### src/mult_pkg.sv
`default_nettype none

package mult_pkg;

    // Operand and product sizes
    localparam int operand_width = 12;
    localparam int product_width = 24;

    // One partial-product row per multiplier bit
    localparam int pp_rows = operand_width;

    // Final adder is split into equal ripple blocks
    localparam int csel_block_width = 3;
    localparam int csel_blocks      = product_width / csel_block_width;

    typedef logic [operand_width-1:0]    operand_t;
    typedef logic [product_width-1:0]    product_t;
    typedef logic [csel_block_width-1:0] csel_block_t;

    // Input side handshake
    typedef enum logic [1:0] {
        cap_idle,
        cap_acked,
        cap_wait_release
    } capture_state_t;

    // Output side handshake
    typedef enum logic [1:0] {
        res_empty,
        res_offer,
        res_wait_release
    } result_state_t;

endpackage

`default_nettype wire

### src/operand_capture.sv
`default_nettype none

module operand_capture
    import mult_pkg::*;
(
    input  logic     clk,
    input  logic     reset,
    input  operand_t a,
    input  operand_t b,
    input  logic     in_req,
    input  logic     result_busy,
    output logic     in_ack,
    output operand_t op_a,
    output operand_t op_b,
    output logic     op_valid
);

    capture_state_t state;
    logic           in_req_q;
    logic           take;

    // Request is registered once before the FSM looks at it
    always_ff @(posedge clk) begin
        if (reset) begin
            in_req_q <= 1'b0;
        end else begin
            in_req_q <= in_req;
        end
    end

    // New operands only when the output side has room
    assign take = (state == cap_idle) && in_req_q && !result_busy;

    always_ff @(posedge clk) begin
        if (reset) begin
            state    <= cap_idle;
            in_ack   <= 1'b0;
            op_valid <= 1'b0;
        end else begin
            op_valid <= 1'b0;
            case (state)
                cap_idle: begin
                    if (take) begin
                        in_ack   <= 1'b1;
                        op_valid <= 1'b1;
                        state    <= cap_acked;
                    end
                end
                cap_acked: begin
                    state <= cap_wait_release;
                end
                cap_wait_release: begin
                    // Source has let go of the request
                    if (!in_req_q) begin
                        in_ack <= 1'b0;
                        state  <= cap_idle;
                    end
                end
                default: begin
                    state <= cap_idle;
                end
            endcase
        end
    end

    always_ff @(posedge clk) begin
        if (take) begin
            op_a <= a;
            op_b <= b;
        end
    end

endmodule

`default_nettype wire

### src/partial_product_gen.sv
`default_nettype none

module partial_product_gen
    import mult_pkg::*;
(
    input  operand_t op_a,
    input  operand_t op_b,
    output product_t pp_row [pp_rows]
);

    localparam int pad_width = product_width - operand_width;

    genvar i;

    generate
        for (i = 0; i < pp_rows; i++) begin : g_row
            operand_t gated;
            product_t padded;

            // AND of the multiplicand with one multiplier bit
            assign gated  = op_b & {operand_width{op_a[i]}};
            assign padded = {{pad_width{1'b0}}, gated};

            // Weight of bit i
            assign pp_row[i] = padded << i;
        end
    endgenerate

endmodule

`default_nettype wire

### src/csa_reduction_tree.sv
`default_nettype none

module csa_reduction_tree
    import mult_pkg::*;
(
    input  product_t pp_row [pp_rows],
    output product_t tree_sum,
    output product_t tree_carry
);

    // Carry vector of one 3:2 row, already moved to the next weight
    function automatic product_t csa_carry(
        input product_t x,
        input product_t y,
        input product_t z
    );
        product_t maj;
        maj = (x & y) | (y & z) | (x & z);
        return maj << 1;
    endfunction

    product_t lvl1 [8];
    product_t lvl2 [6];
    product_t lvl3 [4];
    product_t lvl4 [3];

    genvar g;

    // 12 rows to 8
    generate
        for (g = 0; g < 4; g++) begin : g_lvl1
            assign lvl1[2*g]   = pp_row[3*g] ^ pp_row[3*g+1] ^ pp_row[3*g+2];
            assign lvl1[2*g+1] = csa_carry(pp_row[3*g], pp_row[3*g+1], pp_row[3*g+2]);
        end
    endgenerate

    // 8 rows to 6, the last two pass through
    generate
        for (g = 0; g < 2; g++) begin : g_lvl2
            assign lvl2[2*g]   = lvl1[3*g] ^ lvl1[3*g+1] ^ lvl1[3*g+2];
            assign lvl2[2*g+1] = csa_carry(lvl1[3*g], lvl1[3*g+1], lvl1[3*g+2]);
        end
    endgenerate

    assign lvl2[4] = lvl1[6];
    assign lvl2[5] = lvl1[7];

    // 6 rows to 4
    generate
        for (g = 0; g < 2; g++) begin : g_lvl3
            assign lvl3[2*g]   = lvl2[3*g] ^ lvl2[3*g+1] ^ lvl2[3*g+2];
            assign lvl3[2*g+1] = csa_carry(lvl2[3*g], lvl2[3*g+1], lvl2[3*g+2]);
        end
    endgenerate

    // 4 rows to 3
    assign lvl4[0] = lvl3[0] ^ lvl3[1] ^ lvl3[2];
    assign lvl4[1] = csa_carry(lvl3[0], lvl3[1], lvl3[2]);
    assign lvl4[2] = lvl3[3];

    // Last row leaves the sum and carry pair for the final adder
    assign tree_sum   = lvl4[0] ^ lvl4[1] ^ lvl4[2];
    assign tree_carry = csa_carry(lvl4[0], lvl4[1], lvl4[2]);

endmodule

`default_nettype wire

### src/carry_select_adder.sv
`default_nettype none

module carry_select_adder
    import mult_pkg::*;
(
    input  product_t x,
    input  product_t y,
    output product_t sum
);

    // Ripple add of one block, carry out on top of the sum
    function automatic logic [csel_block_width:0] ripple(
        input csel_block_t p,
        input csel_block_t q,
        input logic        cin
    );
        csel_block_t s;
        logic        c;
        c = cin;
        for (int n = 0; n < csel_block_width; n++) begin
            s[n] = p[n] ^ q[n] ^ c;
            c    = (p[n] & q[n]) | (p[n] & c) | (q[n] & c);
        end
        return {c, s};
    endfunction

    // Carry into each upper block
    logic [csel_blocks-1:1] blk_cin;

    genvar k;

    generate
        for (k = 0; k < csel_blocks; k++) begin : g_blk
            localparam int lo = k * csel_block_width;

            logic [csel_block_width:0] res0;
            logic [csel_block_width:0] sel;

            // Both carry-in cases computed ahead of the real carry
            assign res0 = ripple(x[lo +: csel_block_width], y[lo +: csel_block_width], 1'b0);

            if (k == 0) begin : g_first
                // Lowest block only ever sees a zero carry-in
                assign sel = res0;
            end else begin : g_upper
                logic [csel_block_width:0] res1;

                assign res1 = ripple(x[lo +: csel_block_width], y[lo +: csel_block_width],
                                     1'b1);
                assign sel  = blk_cin[k] ? res1 : res0;
            end

            assign sum[lo +: csel_block_width] = sel[csel_block_width-1:0];

            // Top block carry falls off the 24-bit product
            if (k < csel_blocks - 1) begin : g_chain
                assign blk_cin[k+1] = sel[csel_block_width];
            end
        end
    endgenerate

endmodule

`default_nettype wire

### src/result_register.sv
`default_nettype none

module result_register
    import mult_pkg::*;
(
    input  logic     clk,
    input  logic     reset,
    input  logic     op_valid,
    input  product_t sum,
    input  logic     out_ack,
    output product_t product,
    output logic     out_req,
    output logic     result_busy
);

    result_state_t state;

    always_ff @(posedge clk) begin
        if (reset) begin
            state       <= res_empty;
            product     <= '0;
            out_req     <= 1'b0;
            result_busy <= 1'b0;
        end else begin
            case (state)
                res_empty: begin
                    // Adder output settles during the op_valid cycle
                    if (op_valid) begin
                        product     <= sum;
                        out_req     <= 1'b1;
                        result_busy <= 1'b1;
                        state       <= res_offer;
                    end
                end
                res_offer: begin
                    if (out_ack) begin
                        out_req <= 1'b0;
                        state   <= res_wait_release;
                    end
                end
                res_wait_release: begin
                    // Transfer ends when the sink lets go
                    if (!out_ack) begin
                        result_busy <= 1'b0;
                        state       <= res_empty;
                    end
                end
                default: begin
                    out_req     <= 1'b0;
                    result_busy <= 1'b0;
                    state       <= res_empty;
                end
            endcase
        end
    end

endmodule

`default_nettype wire

### src/array_multiplier_top.sv
`default_nettype none

module array_multiplier_top
    import mult_pkg::*;
(
    input  logic     clk,
    input  logic     reset,
    input  operand_t a,
    input  operand_t b,
    input  logic     in_req,
    output logic     in_ack,
    output product_t product,
    output logic     out_req,
    input  logic     out_ack
);

    operand_t op_a;
    operand_t op_b;
    logic     op_valid;
    logic     result_busy;
    product_t pp_row [pp_rows];
    product_t tree_sum;
    product_t tree_carry;
    product_t sum;

    operand_capture u_capture (
        .clk         (clk),
        .reset       (reset),
        .a           (a),
        .b           (b),
        .in_req      (in_req),
        .result_busy (result_busy),
        .in_ack      (in_ack),
        .op_a        (op_a),
        .op_b        (op_b),
        .op_valid    (op_valid)
    );

    // Combinational datapath between the two registered sides
    partial_product_gen u_pp (
        .op_a   (op_a),
        .op_b   (op_b),
        .pp_row (pp_row)
    );

    csa_reduction_tree u_tree (
        .pp_row     (pp_row),
        .tree_sum   (tree_sum),
        .tree_carry (tree_carry)
    );

    carry_select_adder u_adder (
        .x   (tree_sum),
        .y   (tree_carry),
        .sum (sum)
    );

    result_register u_result (
        .clk         (clk),
        .reset       (reset),
        .op_valid    (op_valid),
        .sum         (sum),
        .out_ack     (out_ack),
        .product     (product),
        .out_req     (out_req),
        .result_busy (result_busy)
    );

endmodule

`default_nettype wire

### config.mk
export PLATFORM = sky130hd
export DESIGN_NAME = array_multiplier_top
export DESIGN_NICKNAME = d
export VERILOG_FILES = /design/src/mult_pkg.sv /design/src/operand_capture.sv /design/src/partial_product_gen.sv /design/src/csa_reduction_tree.sv /design/src/carry_select_adder.sv /design/src/result_register.sv /design/src/array_multiplier_top.sv
export SDC_FILE = /design/constraint.sdc
export NUM_CORES = 1
export LEC_CHECK = 0
export ABC_CLOCK_PERIOD_IN_PS = 6700
export BUFFER_PORTS_ARGS = -buffer_cell sky130_fd_sc_hd__buf_2
export CAP_MARGIN = 20
export CORE_MARGIN = 10
export CORE_UTILIZATION = 62
export DETAILED_ROUTE_END_ITERATION = 8
export GPL_TIMING_DRIVEN = 1
export PLACE_DENSITY = 0.84
export REMOVE_ABC_BUFFERS = 1
export SYNTH_ARGS = -nofsm -noshare
export SYNTH_HDL_FRONTEND = slang
export SYNTH_SLANG_ARGS = --single-unit
export TNS_END_PERCENT = 50
### constraint.sdc
create_clock -name clk -period 6.7 [get_ports clk]
set_clock_uncertainty 0.1 [all_clocks]
set_input_delay 0.67 -clock clk [delete_from_list [all_inputs] [get_ports clk]]
set_output_delay 0.67 -clock clk [all_outputs]
set_load 0.005 [all_outputs]
# --- Word-level counts from Yosys, hierarchy flattened ---
# Cells that the tools add are included.
op_classes:
  n_eq_ne: 9
  muxes: 23
  bitwise_logic: 288
  n_reduce_logical: 13
ops:
  columns: ["cell", "n"]
  rows:
  - ["$and 23x23->23", 18]
  - ["$or 23x23->23", 17]
  - ["$xor 24x24->24", 12]
  - ["$and 12x12->12", 12]
  - ["$and 1x1->1", 76]
  - ["$or 1x1->1", 68]
  - ["$xor 1x1->1", 52]
  - ["$mux 4", 6]
  - ["$and 21x23->23", 1]
  - ["$and 22x23->23", 1]
  - ["$or 23x14->23", 1]
  - ["$or 23x17->23", 1]
  - ["$or 23x20->23", 1]
  - ["$xor 22x23->23", 1]
  - ["$and 21x22->22", 1]
  - ["$xor 21x22->22", 1]
  - ["$and 18x20->20", 1]
  - ["$and 19x20->20", 1]
  - ["$xor 19x20->20", 1]
  - ["$and 18x19->19", 1]
  - ["$xor 18x19->19", 1]
  - ["$and 15x17->17", 1]
  - ["$and 16x17->17", 1]
  - ["$xor 16x17->17", 1]
  - ["other kinds (25)", 56]
word_totals:
  reg_bits: 57
  input_bits: 28
  output_inout_bits: 26
  elab_cells: 343

# --- Depth between registers and ports, before layout ---
depth:
  word_depth: 32
  ltp_mapped: 21
  depth_no_buf: 19

# --- Hierarchy ---
# Synthesis repeated with hierarchy kept, for this count alone.
hier_totals:
  cells_unflattened: 1181
  hier_area_um2: 11203.2
modules_own_cells:
  columns: ["mod", "n_inst", "cells_per_inst", "area_per_inst_um2", "seq_area_each_um2"]
  rows:
  - ["csa_reduction_tree", 1, 554, 5850.6, 0.0]
  - ["partial_product_gen", 1, 313, 2210.9, 0.0]
  - ["carry_select_adder", 1, 152, 1243.7, 0.0]
  - ["result_register", 1, 122, 1008.5, 560.5]
  - ["operand_capture", 1, 40, 889.6, 820.8]

# --- Worst setup path before layout ---
# Ideal clock, no wire load.
synth_timing:
  path_type: "flip-flop to flip-flop"
  from: "reg u_capture.op_b[1]"
  to: "reg u_result.product[20]"
  arrival_time_ns: 5.251
  slack_ns: 1.222
  stages_incl_launch_ff: 21
  path_buffers: 2
  synth_period_minus_slack_ns: 5.478
  cell_sequence: "edfxtp_1 > buf_1 > and2_1 > fa_1 > inv_1 > fa_1 > fa_1 > inv_1 > ha_1 > ha_1 > ha_1 > fa_1 > inv_1 > fa_1 > nor2b_4 > nor4_4 > or4_4 > buf_6 > a22o_1 > a2111oi_2 > nor3_1"
synth_via:
  elab_chain_cells: 30
  elab_cells_between_ends: 197
  classes_between: "mux (6); bitwise (191)"
synth_lines:
  columns: ["item", "line", "text"]
  rows:
  - ["start: declaration", "operand_capture.sv:14", "output operand_t op_b,"]
  - ["start signal: assignment", "operand_capture.sv:69", "op_b <= b;"]
  - ["$and 12x12->12", "partial_product_gen.sv:21", "assign gated = op_b & {operand_width{op_a[i]}};"]
  - ["$and 12x13->13", "csa_reduction_tree.sv:18", "maj = (x & y) | (y & z) | (x & z);"]
  - ["$or 23x23->23", "csa_reduction_tree.sv:18", null]
  - ["$or 23x14->23", "csa_reduction_tree.sv:18", null]
  - ["$and 23x23->23", "csa_reduction_tree.sv:18", null]
  - ["$or 23x23->23 (2 in series)", "csa_reduction_tree.sv:18", null]
  - ["$and 23x23->23", "csa_reduction_tree.sv:18", null]
  - ["$or 23x23->23 (2 in series)", "csa_reduction_tree.sv:18", null]
  - ["(+6 left out)", null, null]
  - ["$and 1x1->1", "carry_select_adder.sv:22", "c = (p[n] & q[n]) | (p[n] & c) | (q[n] & c);"]
  - ["$or 1x1->1 (2 in series)", "carry_select_adder.sv:22", null]
  - ["$and 1x1->1", "carry_select_adder.sv:22", null]
  - ["$or 1x1->1 (2 in series)", "carry_select_adder.sv:22", null]
  - ["$and 1x1->1", "carry_select_adder.sv:22", null]
  - ["$or 1x1->1 (2 in series)", "carry_select_adder.sv:22", null]
  - ["$mux 4 (3 in series)", "carry_select_adder.sv:50", "assign sel = blk_cin[k] ? res1 : res0;"]
  - ["$mux 4 * (2 in series)", "carry_select_adder.sv:50", null]
  - ["end signal: assignment", "result_register.sv:29", "product <= sum;"]
  - ["end: declaration", "result_register.sv:11", "output product_t product,"]
# Every way passes the cells marked *; elsewhere a longest branch is shown, timed or not.
# A chain may end at the register's enable or synchronous reset.

# --- Worst setup path after layout ---
layout_timing:
  from: "reg u_capture.op_b[1]"
  to: "reg u_result.product[22]"
layout_via:
  elab_chain_cells: 31
  elab_cells_between_ends: 198
  classes_between: "mux (7); bitwise (191)"
layout_lines:
  columns: ["item", "line"]
  rows:
  - ["$and 12x12->12", "partial_product_gen.sv:21"]
  - ["$and 12x13->13", "csa_reduction_tree.sv:18"]
  - ["$or 23x23->23", "csa_reduction_tree.sv:18"]
  - ["$or 23x14->23", "csa_reduction_tree.sv:18"]
  - ["$and 23x23->23", "csa_reduction_tree.sv:18"]
  - ["$or 23x23->23 (2 in series)", "csa_reduction_tree.sv:18"]
  - ["$and 23x23->23", "csa_reduction_tree.sv:18"]
  - ["$or 23x23->23 (2 in series)", "csa_reduction_tree.sv:18"]
  - ["(+7 left out)", null]
  - ["$or 1x1->1 (2 in series)", "carry_select_adder.sv:22"]
  - ["$and 1x1->1", "carry_select_adder.sv:22"]
  - ["$or 1x1->1 (2 in series)", "carry_select_adder.sv:22"]
  - ["$and 1x1->1", "carry_select_adder.sv:22"]
  - ["$or 1x1->1 (2 in series)", "carry_select_adder.sv:22"]
  - ["$mux 4 (3 in series)", "carry_select_adder.sv:50"]
  - ["$mux 4 * (2 in series)", "carry_select_adder.sv:50"]
  - ["$mux 3 *", "carry_select_adder.sv:50"]
# Marked as above.

==> flow_summary.yaml <==
grt:
  grt_max_degree: 41
  antenna_found_initial: 0
  grt_usage_pct: 18.7
  grt_pass1_vias: 5318
  grt-ovfl-total: 0
  grt_pass1_wl_mm: 24.4
routing:
  dr.pass1.iters: 4
  vias: 4848
  routedWlPerCell_um: 16.2
  drc_errors: 0
  avgViaCountPerCell: 5.53
  ant_nets: 0
  initialDrtViolationCount: 271
  wl_mm: 14.2
power_and_ir_drop:
  p_total_mw: 2.59
  leakagePower_nw: 3.36
  irDropWorstVdd_mv: 0.264
  power-per-cell-area_mw_per_mm2: 356
clocking:
  clockRootBuffer: "clkbuf_8"
  cts_tree: "built"
  cts_buffer_depth: 2
  cts_hold_buffers: 0
  cts_resized: 0
  cts_setup_buffers: 0
  clkSinkCount: 57
  numCtsBuffers: 9
  clk_pin_slew_ps: 60
  cts.htree.levels: 3
  clock_latency_ps: 360
yosys:
  synth_top_cell_by_area: "fa_1"
  synth_edf_count: 24
  synthDistinctLibCells: 54
  synth-warning-count: 0
  synth_seq_cells: 57
  syn_avg_cell_area_um2: 9.55
  synth_ff_type: "dfxtp_1"
  async_reset_ff_share_pct: 0
  syn_inst: 705
  netlist_top_cells_area: "fa_1 31%, edfxtp_1 11%, and2_1 10%"
  synthDominantCellAreaShare_pct: 31.2
  ys_seq_area_share_pct: 20.5
  netlist_area_mm2: 0.00673
place:
  dp_hpwl_mm: 11.7
  numPortBuffers: 53
  gp_congestion: 0.867
cells_and_area:
  syn_to_final_growth_pct: 7.92
  multi_input_area_mm2: 0.00478
  fin_util_pct: 69.5
  drive_above_1_share_pct: 11.2
  ff_latch_area_mm2: 0.00138
  final_common_cell: "inv_1"
  fillerInstances: 815
  final_nets: 920
  layout_common_cells: "116 x inv_1, 113 x and2_1, 105 x fa_1"
  antenna_cells: 0
critical_path:
  cp.required_ps: 6900
  r2r_setup_slack_ps: 890
  cp-end-kind: "register"
  cp_max_fo: 12
  criticalPathCategory: "reg2reg"
  cp.arrival_ps: 6010
  start_kind: "register"
min_path:
  hold_path_class: "reg2reg"
sta:
  finalSetupTns_ps: 0
  period_needed_ps: 5810
  finalCritPeriodShare_pct: 86.7
  worstMarginPinSlew_ps: 966
  finalSetupViolCount: 0
  rsz0062_at_grt: "no"
  fmax_mhz: 172
  slew_headroom_pct: 35.6
  hold_viol: 0
  slew_violations: 0
floorplan:
  start_util_pct: 64.4
  ioPinCount: 54
  core_mm2: 0.0105
  placement_rows: 37
  fp.dieW_um: 124
  die_h_um: 124
  dieArea_mm2: 0.0154
run:
  drv_cap: 0
status:
  status: "finished clean"
metrics by stage:
step | hold WS, ps | instances | setup WS (ps) | area, um^2
CTS | 350 | 875 | 856 | 7250
detailed placement | 343 | 859 | 884 | 7040
finish | 349 | 876 | 892 | 7270
global route | 366 | 876 | 442 | 7270
floorplan | 342 | 669 | 1330 | 6590
global placement | 338 | 859 | 1070 | 7040
report_power, final:
part,internal (mW),switching (mW),total (mW),leakage [nW]
registers,0.397,0.0357,0.433,0.492
logic,0.796,1.02,1.82,2.75
clock network,0.189,0.147,0.335,0.110
synth_stat cells (4+ instances only):
cell type,instances
inv_1,116
and2_1,113
fa_1,105
nand2_1,56
ha_1,52
clkbuf_1,33
dfxtp_1,33
a21oi_1,24
edfxtp_1,24
nor2_1,19
o21ai_0,15
nand3_1,10
or3_1,10
a211oi_1,9
nor4_1,7
nand3b_1,6
nor3_1,6
nand2b_1,4
nor2b_1,4
nor3b_1,4
xnor2_1,4
flip-flops by register name, summed over array words and instances, names as in the netlist:
register / cells
u_capture.op_b: 12
u_capture.in_req_q: 1
u_result.out_req: 1
u_result.state: 2
u_result.product: 24
u_capture.op_valid: 1
u_capture.in_ack: 1
u_capture.op_a: 12
u_result.result_busy: 1
u_capture.state: 2
area by class of cell:
class | instances | area share, %
Clock buffer | 13 | 2.63
Clock inverter | 3 | 0.258
Timing Repair Buffer | 55 | 3.96
Multi-Input combinational cell | 496 | 65.8
Inverter | 116 | 5.99
Tap cell | 136 | 2.34
Sequential cell | 57 | 19.0
logic make-up (layout without fill, tap and decap cells):
group	Yosys count	after routing	share of synthesized area [%]
multiplexers	1	1	0.167
XOR/XNOR	6	6	0.780
AND/OR/NAND/NOR	249	249	20.8
adder cells (fa/ha/maj)	157	157	40.9
flip-flops	57	57	20.5
AO/OA/AOI/OAI	83	83	8.23
buffers and inverters	152	187	8.58
metal layers:
layer / routed length, um / vias up / GRT usage (%)
met5: 0 / - / 0
met4: 241 / 0 / 6.41
met3: 733 / 19 / 4.38
met2: 7880 / 115 / 34.4
met1: 5300 / 2423 / 20.6
li1: - / 2291 / -
path summary, 6_finish.rpt:
| check | startpoint | end | cells past startpoint |
|---|---|---|---|
| worst max-delay path | u_capture.op_b[1]$_DFFE_PP_ | u_result.product[22]$_SDFFE_PP0P_ | 18 |
| worst min-delay path | u_result.product[15]$_SDFFE_PP0P_ | u_result.product[15]$_SDFFE_PP0P_ | 2 |
| worst max register to register | u_capture.op_b[1]$_DFFE_PP_ | u_result.product[22]$_SDFFE_PP0P_ | 18 |
| worst min register to register | u_result.product[15]$_SDFFE_PP0P_ | u_result.product[15]$_SDFFE_PP0P_ | 2 |
worst max-delay path, cell delays in order, from the launching register on:
cell	delay, ps
edfxtp_1	540
and2_1	250
fa_1	530
inv_1	60
fa_1	490
fa_1	480
inv_1	40
ha_1	260
ha_1	280
ha_1	200
fa_1	420
inv_1	90
fa_1	250
nor2b_4	210
nor4_4	90
o211ai_1	540
o211ai_1	280
a2111oi_0	480
nand3b_1	170
Power figures use the tool's default switching activity.
